==> src/hw/rv_core_consts.svh <==
`ifndef RV_CORE_CONSTS_SVH
`define RV_CORE_CONSTS_SVH

`define XLEN             32
`define REG_ADDR_W       5

// Base opcodes
`define OP_LUI           7'b0110111
`define OP_AUIPC         7'b0010111
`define OP_JAL           7'b1101111
`define OP_JALR          7'b1100111
`define OP_BRANCH        7'b1100011
`define OP_LOAD          7'b0000011
`define OP_STORE         7'b0100011
`define OP_IMM           7'b0010011
`define OP_REG           7'b0110011

// Branch conditions by funct3
`define F3_BEQ           3'b000
`define F3_BNE           3'b001
`define F3_BLT           3'b100
`define F3_BGE           3'b101
`define F3_BLTU          3'b110
`define F3_BGEU          3'b111

`define DMEM_WORDS       256
`define UART_TX_ADDR     32'h0001_0000
`define UART_STATUS_ADDR 32'h0001_0004
`define RESET_PC         32'h0000_0000
`define NOP_INSTR        32'h0000_0013

`endif

==> src/hw/rv_core_pkg.sv <==
`default_nettype none

`include "rv_core_consts.svh"

package rv_core_pkg;

    typedef enum logic [3:0] {
        ALU_ADD, ALU_SUB, ALU_SLL, ALU_SLT, ALU_SLTU, ALU_XOR,
        ALU_SRL, ALU_SRA, ALU_OR, ALU_AND, ALU_PASS_B
    } alu_op_e;

    typedef enum logic {SRC_A_REG, SRC_A_PC} src_a_e;
    typedef enum logic {SRC_B_REG, SRC_B_IMM} src_b_e;
    typedef enum logic [1:0] {WB_ALU, WB_LOAD, WB_PC4} wb_sel_e;
    typedef enum logic [1:0] {FWD_NONE, FWD_MEM, FWD_WB} fwd_sel_e;

    typedef struct packed {
        alu_op_e alu_op;
        src_a_e  src_a;
        src_b_e  src_b;
        wb_sel_e wb_sel;
        logic    reg_write;
        logic    mem_read;
        logic    mem_write;
        logic    branch;
        logic    jump;
        logic    jalr;
    } ctrl_t;

    typedef struct packed {
        logic              valid;
        logic [`XLEN-1:0]  pc;
        logic [`XLEN-1:0]  pc_plus_4;
        logic [31:0]       instr;
    } if_id_t;

    typedef struct packed {
        logic                   valid;
        logic [31:0]            instr;
        logic [`XLEN-1:0]       pc;
        logic [`XLEN-1:0]       pc_plus_4;
        ctrl_t                  ctrl;
        logic [2:0]             funct3;
        logic [`REG_ADDR_W-1:0] rs1;
        logic [`REG_ADDR_W-1:0] rs2;
        logic [`REG_ADDR_W-1:0] rd;
        logic [`XLEN-1:0]       rs1_data;
        logic [`XLEN-1:0]       rs2_data;
        logic [`XLEN-1:0]       imm;
    } id_ex_t;

    typedef struct packed {
        logic                   valid;
        logic [31:0]            instr;
        logic [`XLEN-1:0]       pc_plus_4;
        logic                   reg_write;
        logic                   mem_read;
        logic                   mem_write;
        wb_sel_e                wb_sel;
        logic [`REG_ADDR_W-1:0] rd;
        logic [`XLEN-1:0]       alu_result;
        logic [`XLEN-1:0]       store_data;
    } ex_mem_t;

    // Write-back value is resolved in the memory stage
    typedef struct packed {
        logic                   valid;
        logic [31:0]            instr;
        logic                   reg_write;
        logic [`REG_ADDR_W-1:0] rd;
        logic [`XLEN-1:0]       wb_data;
    } mem_wb_t;

    typedef struct packed {
        logic       start;
        logic [7:0] data;
    } uart_tx_t;

endpackage

`default_nettype wire

==> src/hw/rv_hazard.sv <==
`default_nettype none

`include "rv_core_consts.svh"

module rv_hazard import rv_core_pkg::*; (
    input  id_ex_t    id_in,
    input  id_ex_t    ex_in,
    input  ex_mem_t   mem_in,
    input  mem_wb_t   wb_in,
    input  wire logic redirect,
    output logic      stall_fetch,
    output logic      stall_decode,
    output logic      flush_decode,
    output logic      flush_execute,
    output fwd_sel_e  fwd_a,
    output fwd_sel_e  fwd_b,
    output fwd_sel_e  fwd_store
);

    logic load_use;

    // MEM is younger than WB so it is checked first
    function automatic fwd_sel_e pick_src(input logic [`REG_ADDR_W-1:0] rs, input logic used);
        if (!used || rs == '0) begin
            return FWD_NONE;
        end
        if (mem_in.valid && mem_in.reg_write && mem_in.rd == rs) begin
            return FWD_MEM;
        end
        if (wb_in.valid && wb_in.reg_write && wb_in.rd == rs) begin
            return FWD_WB;
        end
        return FWD_NONE;
    endfunction

    assign fwd_a     = pick_src(ex_in.rs1, ex_in.ctrl.src_a == SRC_A_REG);
    assign fwd_b     = pick_src(ex_in.rs2, ex_in.ctrl.src_b == SRC_B_REG);
    assign fwd_store = pick_src(ex_in.rs2, ex_in.ctrl.mem_write);

    assign load_use = ex_in.valid && ex_in.ctrl.mem_read && ex_in.rd != '0 && id_in.valid
                      && (ex_in.rd == id_in.rs1 || ex_in.rd == id_in.rs2);

    assign stall_fetch   = load_use;
    assign stall_decode  = load_use;
    assign flush_decode  = redirect;
    assign flush_execute = redirect || load_use;

endmodule

`default_nettype wire

==> config.mk <==
export PLATFORM = sky130hd
export DESIGN_NAME = rv_hazard
export DESIGN_NICKNAME = d
export VERILOG_FILES = /design/src/hw/rv_core_pkg.sv /design/src/hw/rv_hazard.sv
export VERILOG_INCLUDE_DIRS = /design/src /design/src/hw
export SDC_FILE = /design/constraint.sdc
export NUM_CORES = 1
export LEC_CHECK = 0
export ABC_AREA = 1
export BUFFER_PORTS_ARGS = -buffer_cell sky130_fd_sc_hd__buf_2
export CORE_AREA = 5 5 256 258
export DETAILED_ROUTE_END_ITERATION = 8
export DIE_AREA = 0 0 261 263
export GPL_TIMING_DRIVEN = 0
export PLACE_DENSITY = 0.3
export SLEW_MARGIN = 20
export SYNTH_ARGS = -nofsm -noshare
export SYNTH_HDL_FRONTEND = slang
export SYNTH_SLANG_ARGS = --single-unit
==> constraint.sdc <==
create_clock -name vclk -period 0.9
set_clock_uncertainty 0.15 [all_clocks]
set_input_delay 0.045 -clock vclk [all_inputs]
set_output_delay 0.045 -clock vclk [all_outputs]
set_load 0.1 [all_outputs]
==> results.tsv <==
metric	value	unit
seq_area	0	µm²
areaGrowthSynthToFinish	310	%
grt_pass1_wl	5720	µm
wire_per_inst	3.51	µm
maxSlewHeadroom	67.6	%
drtIter0Drc	9	
vdd_ir_drop_max	157	µV
violations	setup timing	
wirelength	3710	µm
final_nets	872	
num_rows	92	
drive_above_1_share	70.3	%
min_path_cells	4	
place_inst	1054	
synth-warning-count	0	
coreArea	0.0627	mm²
place.detailed.hpwl	3370	µm
rsz0062_at_grt	yes	
power	713	µW
final_cell_mix	26 x nand2_2, 26 x nand2_1, 18 x buf_2	
fin_crit	1.25	ns
port_buffers	56	
die_height	263	µm
antenna_left	0	
fin_ws	-0.354	ns
dieWidth	261	µm
gp_congestion	0.660	
hold_violations	0	
gr-usage-met1	1.28	%
worst_pin_slew	0.489	ns
start_util	1.05	%
dr.pass1.iters	4	
grt_busiest_layer	met2	
max_cap_violations	0	
met3_usage	0.307	%
p_leak	0.829	nW
synth_nets	813	
slew_violations	0	
status	finished, violations left	
hp-class	in2out	
nClkBuffers	0	
synthCells	152	
crit_fanout	3	
antenna_found_initial	0	
synth_cell_type_count	16	
path_class	in2out	
cp-end-kind	output pin	
grt_use_total	1.00	%
required	0.70	ns
arrival	1.06	ns
grt_start_max_net_pins	6	
power_density	265	mW/mm²
final.period_utilization	139	%
seq_cells	0	
grt_pass1_vias	1132	
layoutNonFillerInstCount	1055	
cp-start-kind	input port	
grt_overflow	0	
route.detailed.drc	0	
num_vias	1090	
ios	671	
clock.fmax	798	MHz
setup_violations	9	
fillers	7473	
grt.met2_usage	1.76	%
num_antenna_cells	0	
viasPerCell	1.03	
dieArea	0.0686	mm²
synthesis.area	657	µm²
avgSynthCellArea	4.32	µm²
fin_util	4.29	%
ys_seq_area_share	0	%
-- cell usage after synthesis, types with 2 or more instances --
master / count / share of area (%)
nor3_2: 2 / 3.0
nand3_2: 2 / 3.0
nor2_1: 30 / 17
buf_4: 2 / 2.3
xnor2_1: 3 / 4.0
nor3_1: 2 / 1.5
inv_1: 30 / 17
nand4_1: 3 / 2.9
nand3_1: 5 / 3.8
nand2_1: 57 / 33
o21ai_0: 7 / 5.3
inv_2: 5 / 2.9
-- cell type report --
| class | count | area (µm²) | share of cell area, % |
|---|---|---|---|
| well taps | 846 | 1060 | 39.3 |
| multi-input cells | 115 | 782 | 29.0 |
| repair buffers | 57 | 651 | 24.2 |
| inverters | 35 | 175 | 6.50 |
| plain buffers | 2 | 27.5 | 1.02 |
-- worst max-delay path, cell delays in order --
cell and delay [ns]:
buf_4 0.13, inv_2 0.05, nand2_1 0.04, nand2_1 0.05, nor2_1 0.04, nand3_1 0.09
nand2_2 0.08, nand2_4 0.12, clkinvlp_4 0.13, buf_12 0.14, buf_12 0.15
-- cell families after synthesis --
logic type | count (synthesis) | synth area share (%)
AND/OR/NAND/NOR | 102 | 65.0
XOR/XNOR | 4 | 5.33
AO/OA/AOI/OAI | 9 | 7.43
buffers and inverters | 37 | 22.3
-- stage by stage --
step | setup TNS, ns | instance area (µm²) | hold slack [ns] | setup WS (ns)
finish | -2.17 | 2690 | 0.349 | -0.354
global route | -2.84 | 2690 | 0.375 | -0.443
CTS | -2.32 | 2570 | 0.350 | -0.370
detailed placement | -5.09 | 2130 | 0.447 | -0.733
global placement | -5.25 | 2130 | 0.446 | -0.745
floorplan | -2.87 | 790 | 0.152 | -0.499
-- worst paths after layout --
path | from | slack, ns | to
worst max-delay path | ex_in[100] | -0.35 | stall_fetch
worst min-delay path | ex_in[117] | 0.35 | fwd_store[1]
-- repair_timing --
item                                    CTS  global route
gates cloned                              0             0
buffers inserted                          1             0
pin swaps                                36            24
gates resized for setup                 131            38
endpoints found under the setup margin    9             9
hold buffers                              0             0
-- layer usage --
layer | share of wire, % | wire length, µm
met2 | 47 | 1740
met5 | 0 | 0
met4 | 0 | 0
met3 | 11 | 424
met1 | 42 | 1540
-- report_power, final --
part,internal (mW),switching (mW)
logic,0.341,0.372
clock network,0,0
registers,0,0
total,0.341,0.372
No activity file was read; power rests on OpenSTA's default activity.
