<file path="config.mk">
export PLATFORM = sky130hd
export DESIGN_NAME = rv_regfile
export DESIGN_NICKNAME = d
export VERILOG_FILES = /design/src/hw/rv_core_pkg.sv /design/src/hw/rv_regfile.sv
export VERILOG_INCLUDE_DIRS = /design/src /design/src/hw
export SDC_FILE = /design/constraint.sdc
export NUM_CORES = 1
export LEC_CHECK = 0
export BUFFER_PORTS_ARGS = -buffer_cell sky130_fd_sc_hd__clkbuf_2
export CAP_MARGIN = 20
export CORE_MARGIN = 1.5
export CORE_UTILIZATION = 60
export DETAILED_ROUTE_END_ITERATION = 7
export PLACE_DENSITY_LB_ADDON = 0.05
export SETUP_SLACK_MARGIN = 0.1
export SYNTH_ARGS = -nofsm -noshare
export SYNTH_HDL_FRONTEND = slang
export SYNTH_SLANG_ARGS = --single-unit
</file>
<file path="constraint.sdc">
create_clock -name clk -period 3.1 [get_ports clk]
set_input_delay 0.155 -clock clk [delete_from_list [all_inputs] [get_ports clk]]
set_output_delay 0.155 -clock clk [all_outputs]
set_load 0.01 [all_outputs]
</file>
<file path="src/hw/rv_core_consts.svh">
`ifndef RV_CORE_CONSTS_SVH
`define RV_CORE_CONSTS_SVH

`define XLEN             32
`define REG_ADDR_W       5

// Base opcodes
`define OP_LUI           7'b0110111
`define OP_AUIPC         7'b0010111
`define OP_JAL           7'b1101111
`define OP_JALR          7'b1100111
`define OP_BRANCH        7'b1100011
`define OP_LOAD          7'b0000011
`define OP_STORE         7'b0100011
`define OP_IMM           7'b0010011
`define OP_REG           7'b0110011

// Branch conditions by funct3
`define F3_BEQ           3'b000
`define F3_BNE           3'b001
`define F3_BLT           3'b100
`define F3_BGE           3'b101
`define F3_BLTU          3'b110
`define F3_BGEU          3'b111

`define DMEM_WORDS       256
`define UART_TX_ADDR     32'h0001_0000
`define UART_STATUS_ADDR 32'h0001_0004
`define RESET_PC         32'h0000_0000
`define NOP_INSTR        32'h0000_0013

`endif

</file>
<file path="src/hw/rv_core_pkg.sv">
`default_nettype none

`include "rv_core_consts.svh"

package rv_core_pkg;

    typedef enum logic [3:0] {
        ALU_ADD, ALU_SUB, ALU_SLL, ALU_SLT, ALU_SLTU, ALU_XOR,
        ALU_SRL, ALU_SRA, ALU_OR, ALU_AND, ALU_PASS_B
    } alu_op_e;

    typedef enum logic {SRC_A_REG, SRC_A_PC} src_a_e;
    typedef enum logic {SRC_B_REG, SRC_B_IMM} src_b_e;
    typedef enum logic [1:0] {WB_ALU, WB_LOAD, WB_PC4} wb_sel_e;
    typedef enum logic [1:0] {FWD_NONE, FWD_MEM, FWD_WB} fwd_sel_e;

    typedef struct packed {
        alu_op_e alu_op;
        src_a_e  src_a;
        src_b_e  src_b;
        wb_sel_e wb_sel;
        logic    reg_write;
        logic    mem_read;
        logic    mem_write;
        logic    branch;
        logic    jump;
        logic    jalr;
    } ctrl_t;

    typedef struct packed {
        logic              valid;
        logic [`XLEN-1:0]  pc;
        logic [`XLEN-1:0]  pc_plus_4;
        logic [31:0]       instr;
    } if_id_t;

    typedef struct packed {
        logic                   valid;
        logic [31:0]            instr;
        logic [`XLEN-1:0]       pc;
        logic [`XLEN-1:0]       pc_plus_4;
        ctrl_t                  ctrl;
        logic [2:0]             funct3;
        logic [`REG_ADDR_W-1:0] rs1;
        logic [`REG_ADDR_W-1:0] rs2;
        logic [`REG_ADDR_W-1:0] rd;
        logic [`XLEN-1:0]       rs1_data;
        logic [`XLEN-1:0]       rs2_data;
        logic [`XLEN-1:0]       imm;
    } id_ex_t;

    typedef struct packed {
        logic                   valid;
        logic [31:0]            instr;
        logic [`XLEN-1:0]       pc_plus_4;
        logic                   reg_write;
        logic                   mem_read;
        logic                   mem_write;
        wb_sel_e                wb_sel;
        logic [`REG_ADDR_W-1:0] rd;
        logic [`XLEN-1:0]       alu_result;
        logic [`XLEN-1:0]       store_data;
    } ex_mem_t;

    // Write-back value is resolved in the memory stage
    typedef struct packed {
        logic                   valid;
        logic [31:0]            instr;
        logic                   reg_write;
        logic [`REG_ADDR_W-1:0] rd;
        logic [`XLEN-1:0]       wb_data;
    } mem_wb_t;

    typedef struct packed {
        logic       start;
        logic [7:0] data;
    } uart_tx_t;

endpackage

`default_nettype wire

</file>
<file path="src/hw/rv_regfile.sv">
`default_nettype none

`include "rv_core_consts.svh"

module rv_regfile import rv_core_pkg::*; (
    input  wire logic                   clk,
    input  wire logic [`REG_ADDR_W-1:0] rs1_addr,
    input  wire logic [`REG_ADDR_W-1:0] rs2_addr,
    output logic      [`XLEN-1:0]       rs1_data,
    output logic      [`XLEN-1:0]       rs2_data,
    input  mem_wb_t                     wb
);

    logic [`XLEN-1:0] regs [1:31];
    logic             wr_en;

    assign wr_en = wb.valid && wb.reg_write && (wb.rd != '0);

    always_ff @(posedge clk) begin
        if (wr_en) begin
            regs[wb.rd] <= wb.wb_data;
        end
    end

    // x0 is hardwired, WB write bypasses to the read side
    always_comb begin
        rs1_data = '0;
        rs2_data = '0;
        if (rs1_addr != '0) begin
            rs1_data = (wr_en && wb.rd == rs1_addr) ? wb.wb_data : regs[rs1_addr];
        end
        if (rs2_addr != '0) begin
            rs2_data = (wr_en && wb.rd == rs2_addr) ? wb.wb_data : regs[rs2_addr];
        end
    end

endmodule

`default_nettype wire

</file>
==> impl_results.md <==
* Register share of total power at 50.2%
* Sw Ratio at between 20% and 30%
* Top FF cell, synth: edfxtp_1
* TritonCTS buffer count at 101
* WP data arrival at between 2 and 3 ns
* DR iter-0 viols at slightly below 4k
* Starting density of the core at 60.6%
* RePlAce Congestion at between 0.8 and 0.9
* Core region area at ~0.079 mm²
* Largest registers: regs (992)
* Period utilisation layout at between 90% and 100%
* Reg area at slightly below 0.03 mm²
* PD cells at roughly 550 mW/mm²
* Worst Path Required at ~2.9 ns
* Met2 wire len at roughly 70 mm
* P&R area growth vs syn at 12.4%
* Max reg flops at about 1,000
* Clock share of power at between 40% and 50%
* Largest net degree at the start of global routing at 94
* Setup CP Type: flop to output pin
* Root buffer cell: clkbuf_16
* Die ar. at a little over 0.08 mm²
* Hpwl dp at roughly 90 mm
* Commonest non-fill, non-tap cell in the layout: edfxtp_1
* Ys async rst share at 0%
* Final Hold Violating Endpoints at 0
* Layout cells sized above 1 at 29.8%
* Max_cap viols at 0
* Comb pwr share at 9.7%
* Clock Path Buffers at 3
* Worst-path clk slew at 0.06 ns
* FILL cells at 5,284
* CTS tree: done
* Top reg by flops: regs
* Clock sink total at approximately 990
* Met3 WL at 17.0 mm
* Via density at between 7 and 8
* RSZ-0062 raised after global routing: no
* Die W at 285 µm
* Seq cells post-synth at just under 1k
* Max rail drop VDD at ~0.64 mV
* Final setup viols at 0
* Vias at slightly above 30k
* Synth Instances at between 2k and 3k
* Actual slew at the worst max-slew pin at ~0.95 ns
* Setup repair bufs after CTS at 0
* Mapped Avg Cell Area at between 15 and 20 µm²
* # IOs at 146
* Internal at between 20,000 and 25,000 µW
* Initial antenna violation count at 13
* Distinct cells, synth at 58
* Crit path time final at 2.97 ns
* Peak Freq at 0.336 GHz
* Synthesized cell area at roughly 0.048 mm²
* Vias in the first global route at just over 30k
* Multi-input gate area at 0.0169 mm²
* Rows at 103
* Top Layer Used: met5
* Total Routed Length at 147 mm
* Fin Setup TNS at 0 ns
* NetSw at 6930 µW
* HP Class: primary input to flop
* Number of enable flip-flop cells after synthesis at 992
* Max_slew headroom at a little over a third
* Die height at 285 µm
* Port Buffers at around 110
* Total gr overflow at 0
* Status: complete, no violations
* First-pass GRT wire length at roughly 210 mm
* Wirelength per Cell at about 36 µm
* Crit start category: flop
* LEAKAGE at around 0.018 µW
* Post-layout util at between 60% and 70%
* Worst-path fanout max at 2
* Syn. warnings at 0
* H-tree levels at 3
* Commonest cells after routing, fill and taps aside: edfxtp_1, mux4_2, mux2i_1
* Sequential fraction of the synthesis area at ~62%
* TritonRoute pass-1 iters at 6
* Synthesized Nets at 2,880
* GRT Overall Usage at roughly 36%
* Final slew viol count at 0
* Post-DRT Antenna Nets at 0
* Fin nets at roughly 3.0k
* Met1 WL at approximately 53 mm
* DRC viols at 0
* Crit. End Element: output pin
==> logic make-up after synthesis <==
family	after synthesis	share of synthesized area, %
xor+xnor	10	0.183
flops	992	62.4
mux	668	23.0
buf+inv	256	2.88
simple gates	352	3.57
compound gates	520	8.01
==> layout make-up <==
cell class	instances	share of cell area, %
diodes	4	0.0186
clock buffers	123	5.02
clock inverters	62	0.935
inverters	17	0.119
multi-input cells	1550	31.5
flip-flops and latches	992	55.5
well taps	1050	2.45
repair buffers	291	4.51
==> final timing paths <==
path | slack [ns] | endpoint | cells after the start | from
worst max-delay path | 0.13 | rs2_data[17] | 6 | regs[14][17]
worst min-delay path | 0.06 | regs[22][17] | 1 | wb[17]
==> power groups by stage <==
| stage | Combinational [µW] | Clock (µW) | Sequential [µW] |
|---|---|---|---|
| detailed placement | 2820 | 0 | 15200 |
| global placement | 2770 | 0 | 15200 |
| finish | 2870 | 11900 | 14900 |
| CTS | 2830 | 12000 | 14900 |
| global route | 3000 | 12500 | 14900 |
| floorplan | 1700 | 0 | 15200 |
==> worst max-delay path, cell delays in order (launching register included) <==
cell	delay (ns)
edfxtp_1	0.35
mux2i_1	0.08
a221o_1	0.38
o21ai_0	0.54
a21oi_1	0.27
nor3_2	0.35
clkbuf_2	0.20
==> cells in the mapped netlist, drive strengths merged, types with 8 or more instances <==
cell      n  area [µm²]
edfxtp  992       29800
o211a    19         190
nor2b    36         225
nand4    15        93.8
nor3     29         150
o21ai    44         220
nor4     10        77.6
o31ai    29         228
o2111a    9         101
a211o    32         280
inv      17        63.8
a211oi   54         410
mux2     73         822
a221o    30         300
mux4    336        7570
o22a     32         280
a311oi    9        97.6
nand2b    8        50.1
a21oi   109         546
clkbuf   92         345
o22ai    54         338
a22oi     9        67.6
o221ai   19         166
nor2    142         533
buf     147         967
nand2    65         244
a31oi    15         109
mux2i   259        2590
nand3b   24         180
a221oi   19         166
nand3    10        55.1
o211ai   29         218
==> per-stage QoR <==
step	setup slack (ns)	total power [µW]	cells	cell area [µm²]	hold slack, ns
global route	0.129	30400	4087	53700	0.0731
floorplan	0.504	16900	2798	47800	0.254
detailed placement	0.211	18000	3896	50400	0.678
global placement	0.140	17900	3895	50400	0.670
CTS	0.124	29700	4083	53600	0.0267
finish	0.125	29600	4089	53700	0.0638
==> repair_timing <==
item,4_1_cts,5_1_grt
hold buffers,2,0
gates resized for setup,1,3
setup endpoints to repair,1,3
endpoints found under the hold margin,47,0
==> layer usage <==
metal / up-vias / global-route usage, %
li1: 12073 / -
met1: 15783 / 49.0
met2: 2147 / 57.0
met3: 419 / 9.14
met4: 20 / 14.7
met5: - / 0
(Power assumes the default switching activity.)
