## config.mk

```make
export PLATFORM = sky130hd
export DESIGN_NAME = rv_decode
export DESIGN_NICKNAME = d
export VERILOG_FILES = /design/src/hw/rv_core_pkg.sv /design/src/hw/rv_decode.sv
export VERILOG_INCLUDE_DIRS = /design/src /design/src/hw
export SDC_FILE = /design/constraint.sdc
export NUM_CORES = 1
export LEC_CHECK = 0
export ABC_AREA = 1
export ABC_CLOCK_PERIOD_IN_PS = 2300
export BUFFER_PORTS_ARGS = -buffer_cell sky130_fd_sc_hd__buf_2
export CAP_MARGIN = 30
export CORE_AREA = 2 2 152 154
export DETAILED_ROUTE_END_ITERATION = 7
export DIE_AREA = 0 0 154 156
export SKIP_LAST_GASP = 1
export SLEW_MARGIN = 15
export SYNTH_ARGS = -nofsm -noshare
export SYNTH_HDL_FRONTEND = slang
export SYNTH_SLANG_ARGS = --single-unit
```

## constraint.sdc

```tcl
create_clock -name vclk -period 2.3
set_input_delay 0.115 -clock vclk [all_inputs]
set_output_delay 0.115 -clock vclk [all_outputs]
set_load 0.02 [all_outputs]
```

## src/hw/rv_core_consts.svh

```systemverilog
`ifndef RV_CORE_CONSTS_SVH
`define RV_CORE_CONSTS_SVH

`define XLEN             32
`define REG_ADDR_W       5

// Base opcodes
`define OP_LUI           7'b0110111
`define OP_AUIPC         7'b0010111
`define OP_JAL           7'b1101111
`define OP_JALR          7'b1100111
`define OP_BRANCH        7'b1100011
`define OP_LOAD          7'b0000011
`define OP_STORE         7'b0100011
`define OP_IMM           7'b0010011
`define OP_REG           7'b0110011

// Branch conditions by funct3
`define F3_BEQ           3'b000
`define F3_BNE           3'b001
`define F3_BLT           3'b100
`define F3_BGE           3'b101
`define F3_BLTU          3'b110
`define F3_BGEU          3'b111

`define DMEM_WORDS       256
`define UART_TX_ADDR     32'h0001_0000
`define UART_STATUS_ADDR 32'h0001_0004
`define RESET_PC         32'h0000_0000
`define NOP_INSTR        32'h0000_0013

`endif

```

## src/hw/rv_core_pkg.sv

```systemverilog
`default_nettype none

`include "rv_core_consts.svh"

package rv_core_pkg;

    typedef enum logic [3:0] {
        ALU_ADD, ALU_SUB, ALU_SLL, ALU_SLT, ALU_SLTU, ALU_XOR,
        ALU_SRL, ALU_SRA, ALU_OR, ALU_AND, ALU_PASS_B
    } alu_op_e;

    typedef enum logic {SRC_A_REG, SRC_A_PC} src_a_e;
    typedef enum logic {SRC_B_REG, SRC_B_IMM} src_b_e;
    typedef enum logic [1:0] {WB_ALU, WB_LOAD, WB_PC4} wb_sel_e;
    typedef enum logic [1:0] {FWD_NONE, FWD_MEM, FWD_WB} fwd_sel_e;

    typedef struct packed {
        alu_op_e alu_op;
        src_a_e  src_a;
        src_b_e  src_b;
        wb_sel_e wb_sel;
        logic    reg_write;
        logic    mem_read;
        logic    mem_write;
        logic    branch;
        logic    jump;
        logic    jalr;
    } ctrl_t;

    typedef struct packed {
        logic              valid;
        logic [`XLEN-1:0]  pc;
        logic [`XLEN-1:0]  pc_plus_4;
        logic [31:0]       instr;
    } if_id_t;

    typedef struct packed {
        logic                   valid;
        logic [31:0]            instr;
        logic [`XLEN-1:0]       pc;
        logic [`XLEN-1:0]       pc_plus_4;
        ctrl_t                  ctrl;
        logic [2:0]             funct3;
        logic [`REG_ADDR_W-1:0] rs1;
        logic [`REG_ADDR_W-1:0] rs2;
        logic [`REG_ADDR_W-1:0] rd;
        logic [`XLEN-1:0]       rs1_data;
        logic [`XLEN-1:0]       rs2_data;
        logic [`XLEN-1:0]       imm;
    } id_ex_t;

    typedef struct packed {
        logic                   valid;
        logic [31:0]            instr;
        logic [`XLEN-1:0]       pc_plus_4;
        logic                   reg_write;
        logic                   mem_read;
        logic                   mem_write;
        wb_sel_e                wb_sel;
        logic [`REG_ADDR_W-1:0] rd;
        logic [`XLEN-1:0]       alu_result;
        logic [`XLEN-1:0]       store_data;
    } ex_mem_t;

    // Write-back value is resolved in the memory stage
    typedef struct packed {
        logic                   valid;
        logic [31:0]            instr;
        logic                   reg_write;
        logic [`REG_ADDR_W-1:0] rd;
        logic [`XLEN-1:0]       wb_data;
    } mem_wb_t;

    typedef struct packed {
        logic       start;
        logic [7:0] data;
    } uart_tx_t;

endpackage

`default_nettype wire

```

## src/hw/rv_decode.sv

```systemverilog
`default_nettype none

`include "rv_core_consts.svh"

module rv_decode import rv_core_pkg::*; (
    input  if_id_t                      if_in,
    input  wire logic [`XLEN-1:0]       rs1_data,
    input  wire logic [`XLEN-1:0]       rs2_data,
    output logic      [`REG_ADDR_W-1:0] rs1_addr,
    output logic      [`REG_ADDR_W-1:0] rs2_addr,
    output id_ex_t                      id_out
);

    logic [31:0]      instr;
    logic [6:0]       opcode;
    logic [2:0]       funct3;
    logic             f7_b5;
    logic [`XLEN-1:0] imm;
    ctrl_t            ctrl;

    function automatic alu_op_e alu_from_funct3(input logic [2:0] f3, input logic alt);
        case (f3)
            3'b000:  return alt ? ALU_SUB : ALU_ADD;
            3'b001:  return ALU_SLL;
            3'b010:  return ALU_SLT;
            3'b011:  return ALU_SLTU;
            3'b100:  return ALU_XOR;
            3'b101:  return alt ? ALU_SRA : ALU_SRL;
            3'b110:  return ALU_OR;
            default: return ALU_AND;
        endcase
    endfunction

    assign instr    = if_in.instr;
    assign opcode   = instr[6:0];
    assign funct3   = instr[14:12];
    assign f7_b5    = instr[30];
    assign rs1_addr = instr[19:15];
    assign rs2_addr = instr[24:20];

    // Immediate formats
    always_comb begin
        case (opcode)
            `OP_STORE:         imm = {{20{instr[31]}}, instr[31:25], instr[11:7]};
            `OP_BRANCH:        imm = {{19{instr[31]}}, instr[31], instr[7],
                                      instr[30:25], instr[11:8], 1'b0};
            `OP_LUI, `OP_AUIPC: imm = {instr[31:12], 12'b0};
            `OP_JAL:           imm = {{11{instr[31]}}, instr[31], instr[19:12],
                                      instr[20], instr[30:21], 1'b0};
            default:           imm = {{20{instr[31]}}, instr[31:20]};
        endcase
    end

    always_comb begin
        ctrl = '0;
        case (opcode)
            `OP_LUI: begin
                ctrl.alu_op    = ALU_PASS_B;
                ctrl.src_b     = SRC_B_IMM;
                ctrl.reg_write = 1'b1;
            end
            `OP_AUIPC: begin
                ctrl.src_a     = SRC_A_PC;
                ctrl.src_b     = SRC_B_IMM;
                ctrl.reg_write = 1'b1;
            end
            `OP_JAL, `OP_JALR: begin
                ctrl.src_a     = (opcode == `OP_JAL) ? SRC_A_PC : SRC_A_REG;
                ctrl.src_b     = SRC_B_IMM;
                ctrl.wb_sel    = WB_PC4;
                ctrl.reg_write = 1'b1;
                ctrl.jump      = 1'b1;
                ctrl.jalr      = (opcode == `OP_JALR);
            end
            `OP_BRANCH: begin
                ctrl.alu_op = ALU_SUB;
                ctrl.branch = 1'b1;
            end
            `OP_LOAD: begin
                ctrl.src_b     = SRC_B_IMM;
                ctrl.wb_sel    = WB_LOAD;
                ctrl.reg_write = 1'b1;
                ctrl.mem_read  = 1'b1;
            end
            `OP_STORE: begin
                ctrl.src_b     = SRC_B_IMM;
                ctrl.mem_write = 1'b1;
            end
            `OP_IMM: begin
                // Only SRAI uses the funct7 bit
                ctrl.alu_op    = alu_from_funct3(funct3, f7_b5 && funct3 == 3'b101);
                ctrl.src_b     = SRC_B_IMM;
                ctrl.reg_write = 1'b1;
            end
            `OP_REG: begin
                ctrl.alu_op    = alu_from_funct3(funct3, f7_b5);
                ctrl.reg_write = 1'b1;
            end
            default: ctrl = '0;
        endcase
    end

    always_comb begin
        id_out = '0;
        if (if_in.valid) begin
            id_out.valid     = 1'b1;
            id_out.instr     = instr;
            id_out.pc        = if_in.pc;
            id_out.pc_plus_4 = if_in.pc_plus_4;
            id_out.ctrl      = ctrl;
            id_out.funct3    = funct3;
            id_out.rs1       = rs1_addr;
            id_out.rs2       = rs2_addr;
            id_out.rd        = instr[11:7];
            id_out.rs1_data  = rs1_data;
            id_out.rs2_data  = rs2_data;
            id_out.imm       = imm;
        end
    end

endmodule

`default_nettype wire

```

==> results_dict.tcl <==
set metrics [dict create \
    final_common_cell "buf_2" \
    drc 0 \
    synth_cell_type_count 22 \
    die_width_um 154 \
    post-route-period-util_pct 86.1 \
    synth_area_per_cell_um2 4.32 \
    rsz0062_at_grt "false" \
    initial_core_util_pct 10.9 \
    path_max_fanout 20 \
    viasPerCell 3.69 \
    syn-cell-area_mm2 0.00244 \
    design.seq.count 0 \
    ys_seq_area_share_pct 0 \
    power_density_mw_per_mm2 203 \
    drive_gt1_share_pct 46.4 \
    dp.cells 1195 \
    cp_slowest_stage_delay_ns 0.72 \
    finalHoldViolCount 0 \
    ioPinCount 396 \
    dr.pass1.iters 4 \
    grtUsageMet1_pct 11.9 \
    cp_common_cell "buf_2" \
    final_max_slew_viol_count 0 \
    final_cell_mix "buf_2 (395), nand2_1 (186), inv_1 (168), nand3_1 (61), nor2_1 (54)" \
    cap_violations 0 \
    port_buffers 396 \
    synthCells 566 \
    num_vias 4420 \
    crit_path_end "id_out[12]" \
    p_leak_nw 3.91 \
    die_area_mm2 0.0240 \
    utilization_pct 20.0 \
    finalSetupTns_ns 0 \
    peakVddDrop_uv 71.8 \
    finalSetupViolCount 0 \
    min_period_ns 1.98 \
    postRouteAntennaNets 0 \
    cp_cell_sequence "buf_2 -> nand2_2 -> nand3b_1 -> nand3_2 -> o21ai_2 -> nor2_1 -> buf_2" \
    grt_max_degree 53 \
    post-cts-setup-buffers 0 \
    grt_use_total_pct 11.9 \
    hold_path_class "in -> out" \
    setup_ws_ns 0.319 \
    overflow 0 \
    grt_most_used_layer "met2" \
    outcome "finished, final reports clean" \
    setup.worst_path.start "if_in[0]" \
    seqCellArea_um2 0 \
    worst_slew_pin_slew_ns 0.884 \
    fmaxAchievable_mhz 505 \
    placementRows 55 \
    slowest_stage "o21ai_2" \
    antenna_found_initial 3 \
    gp_congestion 0.843 \
    n_clock_buffer 0 \
    core-area_mm2 0.0224 \
    layout.cells.non_filler 1198 \
    post_cts_resized 0 \
    hpwl_um 13900 \
    startpoint_type "input pin" \
    worstSetupPathType "in -> out" \
    dp_slack_ns 0.281 \
    fin_nets 1073 \
    grt_first_pass_wirelength_um 22400 \
    grt_pass1_vias 4144 \
    layout-area-overhead-vs-synth_pct 83.4 \
    synthesis.nets 727 \
    relSlewSlack_pct 41.1 \
    postCtsHoldBufs 0 \
    met2_usage_pct 25.9 \
    wire_per_inst_um 12.9 \
    drt-initial-drc-count 184 \
    yosys_warnings 0 \
    use_met3_pct 1.72 \
    die_y_um 156 \
    worst_ep_required_time_ns 2.18 \
    arrival_ns 1.87 \
    drt_wl_total_um 15500 \
    critPathCaptureType "primary output" \
]
==> how the worst min path moves through the flow <==
stage,startpoint,endpoint,cells past startpoint
final,if_in[17],rs1_addr[2],2
after global routing,if_in[17],rs1_addr[2],2
after CTS,if_in[18],rs1_addr[3],2
after detailed placement,if_in[17],rs1_addr[2],2
after global placement,if_in[18],rs1_addr[3],2
after floorplan,if_in[4],id_out[118],1
==> worst max-delay path: cells and delay by family <==
kind | cells | cell delay [ns]
AND/OR/NAND/NOR | 4 | 0.72
AO/OA/AOI/OAI | 1 | 0.72
buffers and inverters | 2 | 0.31
==> stage by stage <==
step	power [mW]	hold WS, ns	cell area, um2
after detailed placement	0.922	0.502	4480
after floorplan	0.544	0.313	2440
after global routing	0.997	0.512	4480
after global placement	0.920	0.503	4480
final	0.912	0.497	4480
after CTS	0.924	0.502	4480
==> routing by layer <==
layer  vias up  share of wire, %
li1       2248                 -
met2       250                55
met1      1918                36
met3         4               8.2
met5         -                 0
met4         0              0.71
==> area by class of cell <==
class,count,area [um2]
well taps,285,357
repair buffers,408,2090
diodes,3,7.51
fillers,2635,17900
inverters,172,646
multi-input cells,330,1390
==> cells in the mapped netlist (3+ instances only) <==
cell      count  area share, %
nand2_1     186             29
o21ai_0       6            1.2
buf_2        18            3.7
inv_2         4           0.61
inv_1       168             26
clkbuf_1      5           0.77
buf_4        32            9.8
buf_1         5           0.77
nor2_2        5            1.3
nand3_1      61             12
nor3_1        4           0.82
nor2_1       54            8.3
a21oi_1       3           0.61
buf_6         4            1.8
==> cells by family (layout without fill, tap and decap cells) <==
| family | count (synthesis) | count (layout) | share of synthesized area (%) |
|---|---|---|---|
| buf+inv | 236 | 580 | 43.3 |
| compound gates | 12 | 12 | 2.81 |
| simple gates | 318 | 318 | 53.9 |
| other cells | 0 | 3 | 0 |
==> report_power, final <==
group / total, mW / internal (mW) / switching [mW]
logic: 0.912 / 0.315 / 0.597
registers: 0 / 0 / 0
clock network: 0.000000175 / 0.000000175 / 0
No activity file was read; power rests on OpenSTA's default activity.
