--- config.mk ---
export PLATFORM = sky130hd
export DESIGN_NAME = rv_fetch
export DESIGN_NICKNAME = d
export VERILOG_FILES = /design/src/hw/rv_core_pkg.sv /design/src/hw/rv_fetch.sv
export VERILOG_INCLUDE_DIRS = /design/src /design/src/hw
export SDC_FILE = /design/constraint.sdc
export NUM_CORES = 1
export LEC_CHECK = 0
export BUFFER_PORTS_ARGS = -buffer_cell sky130_fd_sc_hd__buf_2
export CAP_MARGIN = 0
export CORE_ASPECT_RATIO = 0.9
export CORE_UTILIZATION = 43
export DETAILED_ROUTE_END_ITERATION = 8
export MAX_ROUTING_LAYER = met4
export PLACE_DENSITY = 0.94
export SLEW_MARGIN = 10
export SYNTH_ARGS = -nofsm -noshare
export SYNTH_HDL_FRONTEND = slang
export SYNTH_SLANG_ARGS = --single-unit
export TNS_END_PERCENT = 1
--- constraint.sdc ---
create_clock -name clk -period 3.53 [get_ports clk]
set_clock_uncertainty 0.15 [all_clocks]
set_input_delay 0.8825 -clock clk [delete_from_list [all_inputs] [get_ports clk]]
set_output_delay 0.8825 -clock clk [all_outputs]
set_load 0.05 [all_outputs]
--- src/hw/rv_core_consts.svh ---
`ifndef RV_CORE_CONSTS_SVH
`define RV_CORE_CONSTS_SVH

`define XLEN             32
`define REG_ADDR_W       5

// Base opcodes
`define OP_LUI           7'b0110111
`define OP_AUIPC         7'b0010111
`define OP_JAL           7'b1101111
`define OP_JALR          7'b1100111
`define OP_BRANCH        7'b1100011
`define OP_LOAD          7'b0000011
`define OP_STORE         7'b0100011
`define OP_IMM           7'b0010011
`define OP_REG           7'b0110011

// Branch conditions by funct3
`define F3_BEQ           3'b000
`define F3_BNE           3'b001
`define F3_BLT           3'b100
`define F3_BGE           3'b101
`define F3_BLTU          3'b110
`define F3_BGEU          3'b111

`define DMEM_WORDS       256
`define UART_TX_ADDR     32'h0001_0000
`define UART_STATUS_ADDR 32'h0001_0004
`define RESET_PC         32'h0000_0000
`define NOP_INSTR        32'h0000_0013

`endif

--- src/hw/rv_core_pkg.sv ---
`default_nettype none

`include "rv_core_consts.svh"

package rv_core_pkg;

    typedef enum logic [3:0] {
        ALU_ADD, ALU_SUB, ALU_SLL, ALU_SLT, ALU_SLTU, ALU_XOR,
        ALU_SRL, ALU_SRA, ALU_OR, ALU_AND, ALU_PASS_B
    } alu_op_e;

    typedef enum logic {SRC_A_REG, SRC_A_PC} src_a_e;
    typedef enum logic {SRC_B_REG, SRC_B_IMM} src_b_e;
    typedef enum logic [1:0] {WB_ALU, WB_LOAD, WB_PC4} wb_sel_e;
    typedef enum logic [1:0] {FWD_NONE, FWD_MEM, FWD_WB} fwd_sel_e;

    typedef struct packed {
        alu_op_e alu_op;
        src_a_e  src_a;
        src_b_e  src_b;
        wb_sel_e wb_sel;
        logic    reg_write;
        logic    mem_read;
        logic    mem_write;
        logic    branch;
        logic    jump;
        logic    jalr;
    } ctrl_t;

    typedef struct packed {
        logic              valid;
        logic [`XLEN-1:0]  pc;
        logic [`XLEN-1:0]  pc_plus_4;
        logic [31:0]       instr;
    } if_id_t;

    typedef struct packed {
        logic                   valid;
        logic [31:0]            instr;
        logic [`XLEN-1:0]       pc;
        logic [`XLEN-1:0]       pc_plus_4;
        ctrl_t                  ctrl;
        logic [2:0]             funct3;
        logic [`REG_ADDR_W-1:0] rs1;
        logic [`REG_ADDR_W-1:0] rs2;
        logic [`REG_ADDR_W-1:0] rd;
        logic [`XLEN-1:0]       rs1_data;
        logic [`XLEN-1:0]       rs2_data;
        logic [`XLEN-1:0]       imm;
    } id_ex_t;

    typedef struct packed {
        logic                   valid;
        logic [31:0]            instr;
        logic [`XLEN-1:0]       pc_plus_4;
        logic                   reg_write;
        logic                   mem_read;
        logic                   mem_write;
        wb_sel_e                wb_sel;
        logic [`REG_ADDR_W-1:0] rd;
        logic [`XLEN-1:0]       alu_result;
        logic [`XLEN-1:0]       store_data;
    } ex_mem_t;

    // Write-back value is resolved in the memory stage
    typedef struct packed {
        logic                   valid;
        logic [31:0]            instr;
        logic                   reg_write;
        logic [`REG_ADDR_W-1:0] rd;
        logic [`XLEN-1:0]       wb_data;
    } mem_wb_t;

    typedef struct packed {
        logic       start;
        logic [7:0] data;
    } uart_tx_t;

endpackage

`default_nettype wire

--- src/hw/rv_fetch.sv ---
`default_nettype none

`include "rv_core_consts.svh"

module rv_fetch import rv_core_pkg::*; (
    input  wire logic             clk,
    input  wire logic             reset,
    input  wire logic             stall,
    input  wire logic             redirect,
    input  wire logic [`XLEN-1:0] redirect_pc,
    output logic      [`XLEN-1:0] imem_addr,
    input  wire logic [`XLEN-1:0] imem_data,
    output if_id_t                if_out
);

    logic [`XLEN-1:0] pc;
    logic [`XLEN-1:0] pc_plus_4;

    assign pc_plus_4 = pc + `XLEN'd4;
    assign imem_addr = pc;

    // Redirect beats a load-use stall
    always_ff @(posedge clk or posedge reset) begin
        if (reset) begin
            pc <= `RESET_PC;
        end else if (redirect) begin
            pc <= redirect_pc;
        end else if (!stall) begin
            pc <= pc_plus_4;
        end
    end

    always_comb begin
        if_out.valid     = 1'b1;
        if_out.pc        = pc;
        if_out.pc_plus_4 = pc_plus_4;
        if_out.instr     = imem_data;
    end

endmodule

`default_nettype wire

==> impl_metrics.tcl, run 1 <==
set metrics [dict create \
    outcome "finished, violations left" \
    ant_nets 0 \
    ys_warn_count 0 \
    hold_path_class "flop to flop" \
    drt-wirelength-per-cell_um 16.3 \
    grt_pass1_vias 2592 \
    violations "DRC" \
    synth_top_flop_cell "dfrtp_1" \
    dieArea_um2 7110 \
    place.gp.congestion 0.958 \
    layout-drive-gt1-share_pct 39.5 \
    r2r-start "imem_addr[2]" \
    post-route-util_pct 51.2 \
    path_cells "nand4_4 -> or4_1 -> or3_4 -> xnor2_4 -> clkbuf_4" \
    grt_max_degree 45 \
    grt_usage_pct 24.1 \
    p_clk_share_pct 19.7 \
    reg2regPathDepth 5 \
    synth_seq_cells 32 \
    r2r_slack_ns 0.95 \
    instances_no_fill 518 \
    dp_cells 510 \
    critPathRequiredTime_ns 2.50 \
    clockRootBuffer "clkbuf_8" \
    syn-mean-instance-area_um2 7.94 \
    cap_violations 0 \
    fin_crit_ns 3.43 \
    antenna_found_initial 0 \
    whs_ns 0.396 \
    fp.dieW_um 88.8 \
    syn-num-nets 436 \
    worstMarginPinSlew_ns 0.691 \
    routed_wl_um 8430 \
    gr-total-overflow 0 \
    nets 496 \
    synth_area_um2 2910 \
    io_buffers 131 \
    dp_worst_setup_slack_ns 0.262 \
    final_cell_mix "buf_2, nand2_1, dfrtp_1" \
    cp_slowest_cell "or4_1" \
    hold_viol_final 0 \
    yosysSeqAreaShare_pct 27.5 \
    period_share_pct 97.1 \
    max_stage_delay_ns 0.61 \
    leakagePower_nw 1.46 \
    via_per_inst 5.69 \
    crit_fanout 10 \
    numCtsBuffers 5 \
    ys_types 40 \
    start_util_pct 44.5 \
    std_cell_rows 28 \
    p_comb_share_pct 48.6 \
    cp_data_arrival_time_ns 2.40 \
    io_pins 197 \
    cts.path.max_buffers 2 \
    crit_family "simple AND/OR/NAND/NOR gates" \
    seqCellArea_um2 805 \
    power_density_nw_per_um2 451 \
    first_pass_iters 9 \
    clk_latency_ns 0.29 \
    setup_violations 0 \
    synthArstFlopShare_pct 100 \
    initialDrtViolationCount 409 \
    largest_reg_flops 32 \
    slew_violations 0 \
    grt_pass1_wl_um 12800 \
    nFillCells 631 \
    start_kind "flop" \
    synth_cells 367 \
    crit_start "imem_addr[6]" \
    core-area_um2 6550 \
    die_y_um 80.1 \
    p_seq_share_pct 31.7 \
    num_vias 2947 \
    clk_pin_slew_ns 0.07 \
    slew_headroom_pct 53.6 \
    critical_path_buf_inv_count 1 \
    rsz0062_at_grt "no" \
    drc_errors 1 \
    worstSetupEndpoint "if_out[57]" \
    cts_tree "yes" \
    synthToLayoutAreaGrowth_pct 15.2 \
    clock-sinks 32 \
    endpoint_kind "output port" \
    cp.depth 5 \
    dpl.hpwl_um 6140 \
    timing.rr.end "imem_addr[24]" \
    ir_worst_vdd_v 0.000179 \
    p_sw_uw 781 \
    final_common_cell "buf_2" \
    diodes 0 \
    multi_input_area_um2 1560 \
    fmax_ghz 0.292 \
    worst_slack_ns 0.102 \
    p_int_uw 731 \
    synth_edf_count 0 \
    switching_share_pct 51.7 \
    htree_levels 2 \
    critical_path_class "flop to output port" \
]
==> cell type report <==
type                            count  area share [%]
Sequential cell                    32            24.0
Tap cell                           90            3.36
Inverter                            6           0.671
Multi-Input combinational cell    236            46.3
Clock buffer                        8            2.68
Timing Repair Buffer              146            23.0
==> cells by family (layout without fill, tap and decap cells) <==
| group | Yosys count | after routing | share of synthesized area (%) |
|---|---|---|---|
| xor+xnor | 40 | 40 | 12.0 |
| other cells | 1 | 1 | 0.129 |
| simple gates | 147 | 147 | 27.1 |
| mux | 4 | 4 | 1.46 |
| fa+ha+maj | 1 | 1 | 0.429 |
| buf+inv | 99 | 160 | 21.8 |
| compound gates | 43 | 43 | 9.49 |
| flops | 32 | 32 | 27.5 |
==> Yosys cell counts, types with 2 or more instances <==
cell type	number	area share (%)
inv_1	5	0.64
or3_1	6	1.3
buf_2	7	1.2
and3_1	3	0.64
xor2_1	20	6.0
and4_1	2	0.60
nand4_1	12	2.6
xnor2_1	20	6.0
nor2_1	24	3.1
clkbuf_1	17	2.2
o21ai_0	15	2.6
nand4b_1	5	1.5
or4_1	11	2.8
and2_1	3	0.64
mux2_2	2	0.77
nor3_1	18	3.1
buf_4	68	18
nand3_1	16	2.7
nand2_1	32	4.1
mux2i_1	2	0.69
o31ai_1	8	2.1
o41ai_1	2	0.60
a31oi_1	13	2.8
nor2b_1	2	0.43
nor4_1	8	1.7
dfrtp_1	32	27
==> power by group through the flow <==
stage / Combinational (mW) / Clock, mW / Sequential (mW)
2_1_floorplan: 0.611 / 0 / 0.581
3_3_place_gp: 0.729 / 0 / 0.476
3_5_place_dp: 0.734 / 0 / 0.483
4_1_cts: 0.735 / 0.301 / 0.477
5_1_grt: 0.775 / 0.319 / 0.487
6_report: 0.736 / 0.298 / 0.479
==> metal layers <==
layer | track usage [%] | share of wire (%) | vias to the layer above
li1 | - | - | 1347
met4 | 7.74 | 2.3 | 0
met5 | - | 0 | -
met1 | 29.7 | 39 | 1352
met2 | 38.8 | 48 | 211
met3 | 5.86 | 11 | 37
==> through the flow <==
step	area, um2	TNS [ns]	power (mW)
2_1_floorplan	2970	-1.20	1.19
3_3_place_gp	3240	0	1.21
3_5_place_dp	3240	0	1.22
4_1_cts	3330	0	1.51
5_1_grt	3360	0	1.58
6_report	3360	0	1.51
==> timing repair <==
item / in CTS / in global routing
setup endpoints to repair: 1 / 4
hold buffers: 0 / 0
buffers inserted: 0 / 0
gates resized for setup: 3 / 5
hold endpoints to repair: 0 / 0
==> how the worst min path moves through the flow <==
| stage | from | end | slack, ns | depth (start not counted) |
|---|---|---|---|---|
| after floorplan | imem_addr[30] | imem_addr[30] | 0.69 | 2 |
| after global placement | imem_addr[1] | imem_addr[1] | 0.38 | 1 |
| after detailed placement | imem_addr[1] | imem_addr[1] | 0.39 | 1 |
| after CTS | imem_addr[1] | imem_addr[1] | 0.40 | 1 |
| after global routing | imem_addr[1] | imem_addr[1] | 0.44 | 1 |
| final | imem_addr[1] | imem_addr[1] | 0.40 | 1 |
Power figures use the tool's default switching activity.
==> run 2, diff against run 1 <==
Settings changed: CORE_UTILIZATION 43 to 46, PLACE_DENSITY 0.94 to 0.95.
Clock period 3.53 ns to 4 ns, I/O delays scaled along.
==> run 2 against run 1 <==
Net effect:
- the flow now finishes without violations
- combinational power is 15% lower
- critical path depth stayed put
- worst setup slack better by 0.12 ns
- die area is 6.4% lower
- global-route usage is 1.1 points higher
- sequential share of layout area is 0.86 points higher
- wire length is 2.4% lower
- power is 8.8% lower
- critical endpoint unchanged
- largest power group unchanged
==> impl_metrics.tcl, run 2 (synthesis gave the netlist of run 1 again) <==
set metrics [dict create \
    seqCellArea_um2 801 \
    layout-drive-gt1-share_pct 35.9 \
    cts_hold_buf 0 \
    initialDrtViolationCount 291 \
    multi_input_area_um2 1490 \
    dieArea_um2 6650 \
    antenna_found_initial 0 \
    final_cell_mix "buf_2, nand2_1, dfrtp_1" \
    clockRootBuffer "clkbuf_8" \
    grt_pass1_vias 2579 \
    start_util_pct 47.6 \
    whs_ns 0.397 \
    die_y_um 77.5 \
    worstMarginPinSlew_ns 0.755 \
    critical_path_class "flop to output port" \
    htree_levels 2 \
    via_per_inst 5.66 \
    crit_fanout 10 \
    synthToLayoutAreaGrowth_pct 10.7 \
    clk_pin_slew_ns 0.08 \
    r2r_slack_ns 1.38 \
    power_density_nw_per_um2 428 \
    total_power_mw 1.38 \
    place.gp.congestion 0.952 \
    rsz0062_at_grt "no" \
    fmax_ghz 0.265 \
    cts.path.max_buffers 2 \
    leakagePower_nw 1.42 \
    largest_reg_flops 32 \
    grt_usage_pct 25.3 \
    hold_path_class "flop to flop" \
    final_common_cell "buf_2" \
    cts_resized 0 \
    std_cell_rows 27 \
    num_vias 2856 \
    diodes 0 \
    tns_ns 0 \
    cts_tree "yes" \
    period_share_pct 94.3 \
    io_buffers 131 \
    dpl.hpwl_um 5980 \
    slew_headroom_pct 49.3 \
    core-area_um2 6110 \
    numCtsBuffers 5 \
    ir_worst_vdd_v 0.000220 \
    start_kind "flop" \
    clk_latency_ns 0.30 \
    cts_setup_buffers 0 \
    cap_violations 0 \
    hold_viol_final 0 \
    outcome "complete, no violations" \
    dp_cells 497 \
    instances_no_fill 505 \
    grt_max_degree 45 \
    routed_wl_um 8230 \
    setup_violations 0 \
    fp.dieW_um 85.9 \
    drt-wirelength-per-cell_um 16.3 \
    endpoint_kind "output port" \
    critPathRequiredTime_ns 2.85 \
    ant_nets 0 \
    slew_violations 0 \
    nets 486 \
    worst_slack_ns 0.227 \
    drc_errors 0 \
    first_pass_iters 5 \
    clock-sinks 32 \
    cp_data_arrival_time_ns 2.62 \
    dp_worst_setup_slack_ns 0.467 \
    fin_crit_ns 3.77 \
    gr-total-overflow 0 \
    io_pins 197 \
    grt_pass1_wl_um 13000 \
    nFillCells 610 \
]
run 2: changes by cell type in the layout (fill, tap and decap cells not counted), moves of 2 or more:
cell      delta
nor4_2       -2
dfrtp_2      -3
dfrtp_1      +3
xor2_2       -4
buf_4       -10
clkbuf_1     -2
xor2_1       +4
nor4_1       +2
run 2: per-layer routing:
metal  track usage (%)  part of all wire [%]  vias up
li1                  -                     -     1320
met5                 -                     0        -
met4              8.50                   2.7        0
met2              39.2                    47      161
met1              32.7                    43     1346
met3              5.43                   7.2       29
run 2: critical path, cell delays in order (launching register included):
cell     delay [ns]
dfrtp_1        0.49
nand4_1        0.32
or4_4          0.65
or3_1          0.46
xnor2_2        0.13
buf_2          0.27
run 2: metrics by stage:
stage                     util, %  instance area (um2)
final                        52.7                 3220
after global routing         52.7                 3220
after CTS                    52.7                 3220
after detailed placement     50.8                 3110
after global placement       50.8                 3110
after floorplan                 -                 2920
run 2: cell type report:
cell class / count / share of cell area (%)
Tap cell: 87 / 3.38
Timing Repair Buffer: 136 / 21.5
Clock inverter: 3 / 1.32
Multi-Input combinational cell: 236 / 46.1
Clock buffer: 5 / 2.13
Inverter: 6 / 0.698
Sequential cell: 32 / 24.8
run 2: path summary, 6_finish.rpt:
path / end / cells after the start / startpoint
max in group asynchronous: imem_addr[18] / 3 / reset
max reg2reg: imem_addr[20] / 5 / imem_addr[2]
max: if_out[57] / 5 / imem_addr[9]
min reg2reg: imem_addr[0] / 1 / imem_addr[0]
min: imem_addr[0] / 1 / imem_addr[0]
min in group asynchronous: imem_addr[9] / 3 / reset
run 2: where the power goes:
group	switching [mW]	internal [mW]	leakage (nW)
combinational	0.490	0.139	0.993
clock	0.139	0.184	0.0541
sequential	0.0735	0.354	0.371
total	0.702	0.678	1.42
==> run 3, diff against run 2 <==
Settings changed: REMOVE_ABC_BUFFERS set to 1.
==> run 3 against run 2 <==
Net effect:
- via count increased by 3.7%
- non-clock buffer count increased by 2
- largest cell class unchanged
- fmax down 1.7%
- critical path depth did not move
- wire length increased by 16%
- sequential share of layout area rose by 0.12 points
- global-route usage up 4.4 points
- design area shrank 0.47%
- critical path type unchanged
==> impl_metrics.tcl, run 3 (synthesis gave the netlist of run 1 again) <==
set metrics [dict create \
    outcome "complete, no violations" \
    fmax_ghz 0.260 \
    p_sw_uw 702 \
    fin_crit_ns 3.84 \
    synthToLayoutAreaGrowth_pct 10.2 \
    critical_path_buf_inv_count 1 \
    seqCellArea_um2 801 \
    diodes 0 \
    cts_setup_buffers 0 \
    grt_usage_pct 29.7 \
    setup_violations 0 \
    final_common_cell "buf_2" \
    numCtsBuffers 5 \
    fp.dieW_um 85.9 \
    tns_ns 0 \
    hold_path_class "flop to flop" \
    layout-drive-gt1-share_pct 36.0 \
    routed_wl_um 9550 \
    clockRootBuffer "clkbuf_8" \
    io_buffers 131 \
    slew_headroom_pct 48.3 \
    grt_max_degree 33 \
    cp_data_arrival_time_ns 2.69 \
    hold_viol_final 0 \
    worstMarginPinSlew_ns 0.769 \
    place_area_um2 3120 \
    first_pass_iters 5 \
    critical_path_class "flop to output port" \
    multi_input_area_um2 1480 \
    p_seq_share_pct 32.6 \
    gr-total-overflow 0 \
    ant_nets 0 \
    final_cell_mix "buf_2, nand2_1, dfrtp_1" \
    post-route-util_pct 52.5 \
    switching_share_pct 53.3 \
    largest_reg_flops 32 \
    grt_pass1_wl_um 14600 \
    antenna_found_initial 0 \
    final_area_um2 3210 \
    start_util_pct 47.6 \
    dieArea_um2 6650 \
    slew_violations 0 \
    critPathRequiredTime_ns 2.85 \
    core-area_um2 6110 \
    place.gp.congestion 0.974 \
    clk_pin_slew_ns 0.08 \
    drt-met1-wl_um 4060 \
    max_stage_delay_ns 0.75 \
    cap_violations 0 \
    rsz0062_at_grt "no" \
    cts_tree "yes" \
    nFillCells 576 \
    die_y_um 77.5 \
    p_int_uw 615 \
    clock-sinks 32 \
    route.met3.wl_um 1270 \
    p_clk_share_pct 19.7 \
    dpl.hpwl_um 7120 \
    drt-wirelength-per-cell_um 18.8 \
    initialDrtViolationCount 304 \
    cp_slowest_cell "or4_1" \
    power_density_nw_per_um2 411 \
    clk_latency_ns 0.29 \
    num_vias 2962 \
    ir_worst_vdd_v 0.000221 \
    grt_pass1_vias 2646 \
    leakagePower_nw 1.41 \
    path_cells "nand4_4 -> or4_1 -> or3_1 -> xnor2_1 -> buf_2" \
    routed.top_layer "met4" \
    endpoint_kind "output port" \
    cts.path.max_buffers 2 \
    start_kind "flop" \
    drc_errors 0 \
    whs_ns 0.414 \
    total_power_mw 1.32 \
    crit_family "simple AND/OR/NAND/NOR gates" \
    period_share_pct 96.0 \
    htree_levels 2 \
    std_cell_rows 27 \
    nets 488 \
    crit_fanout 10 \
    p_comb_share_pct 47.7 \
    io_pins 197 \
    wl_met2_um 4060 \
    via_per_inst 5.84 \
]
-- run 3: changes by cell type in the layout (fill, tap and decap cells not counted), sizes merged --
cell	previous run	this run
buf	136	138
clkinv	2	4
bufinv	1	0
clkinvlp	1	0
-- run 3: routing by layer --
| metal | track usage (%) | vias up |
|---|---|---|
| met5 | - | - |
| met3 | 15.1 | 17 |
| li1 | - | 1320 |
| met1 | 38.6 | 1387 |
| met4 | 8.33 | 0 |
| met2 | 40.2 | 238 |
-- run 3: timing repair --
action / in CTS / in global routing
hold buffers: 0 / 0
endpoints found under the hold margin: 0 / 0
resized for setup: 0 / 1
endpoints found under the setup margin: 0 / 1
-- run 3: power by group through the flow --
stage | sequential, mW | combinational [mW] | clock (mW)
finish | 0.429 | 0.629 | 0.259
floorplan | 0.653 | 0.238 | 0
global placement | 0.427 | 0.623 | 0
CTS | 0.427 | 0.628 | 0.264
detailed placement | 0.433 | 0.626 | 0
global route | 0.437 | 0.659 | 0.275
-- run 3: final timing paths --
path	start	to	slack, ns	depth (start not counted)
hold / removal	imem_addr[1]	imem_addr[1]	0.41	1
setup / recovery	imem_addr[5]	if_out[57]	0.16	5
hold reg to reg	imem_addr[1]	imem_addr[1]	0.41	1
max in group asynchronous	reset	imem_addr[22]	2.74	3
setup reg to reg	imem_addr[15]	imem_addr[26]	1.52	4
min in group asynchronous	reset	imem_addr[1]	0.64	3
-- run 3: final cells by class --
type / instances / area share (%)
well taps: 87 / 3.39
flip-flops and latches: 32 / 25.0
multi-input cells: 236 / 46.2
clock inverters: 3 / 0.585
inverters: 6 / 0.702
repair buffers: 138 / 22.1
clock buffers: 5 / 2.14
-- run 3: per-stage QoR --
step	worst slack [ns]	cells
after floorplan	-0.544	274
after global placement	0.575	499
after detailed placement	0.519	499
after CTS	0.184	507
after global routing	0.0163	507
final	0.160	507
-- run 3: worst register-to-register path: stages (launching register included) --
cell and delay [ns]:
dfrtp_1 0.55, nand4_1 0.39, or3_1 0.62, or4_1 0.51, a31oi_1 0.17
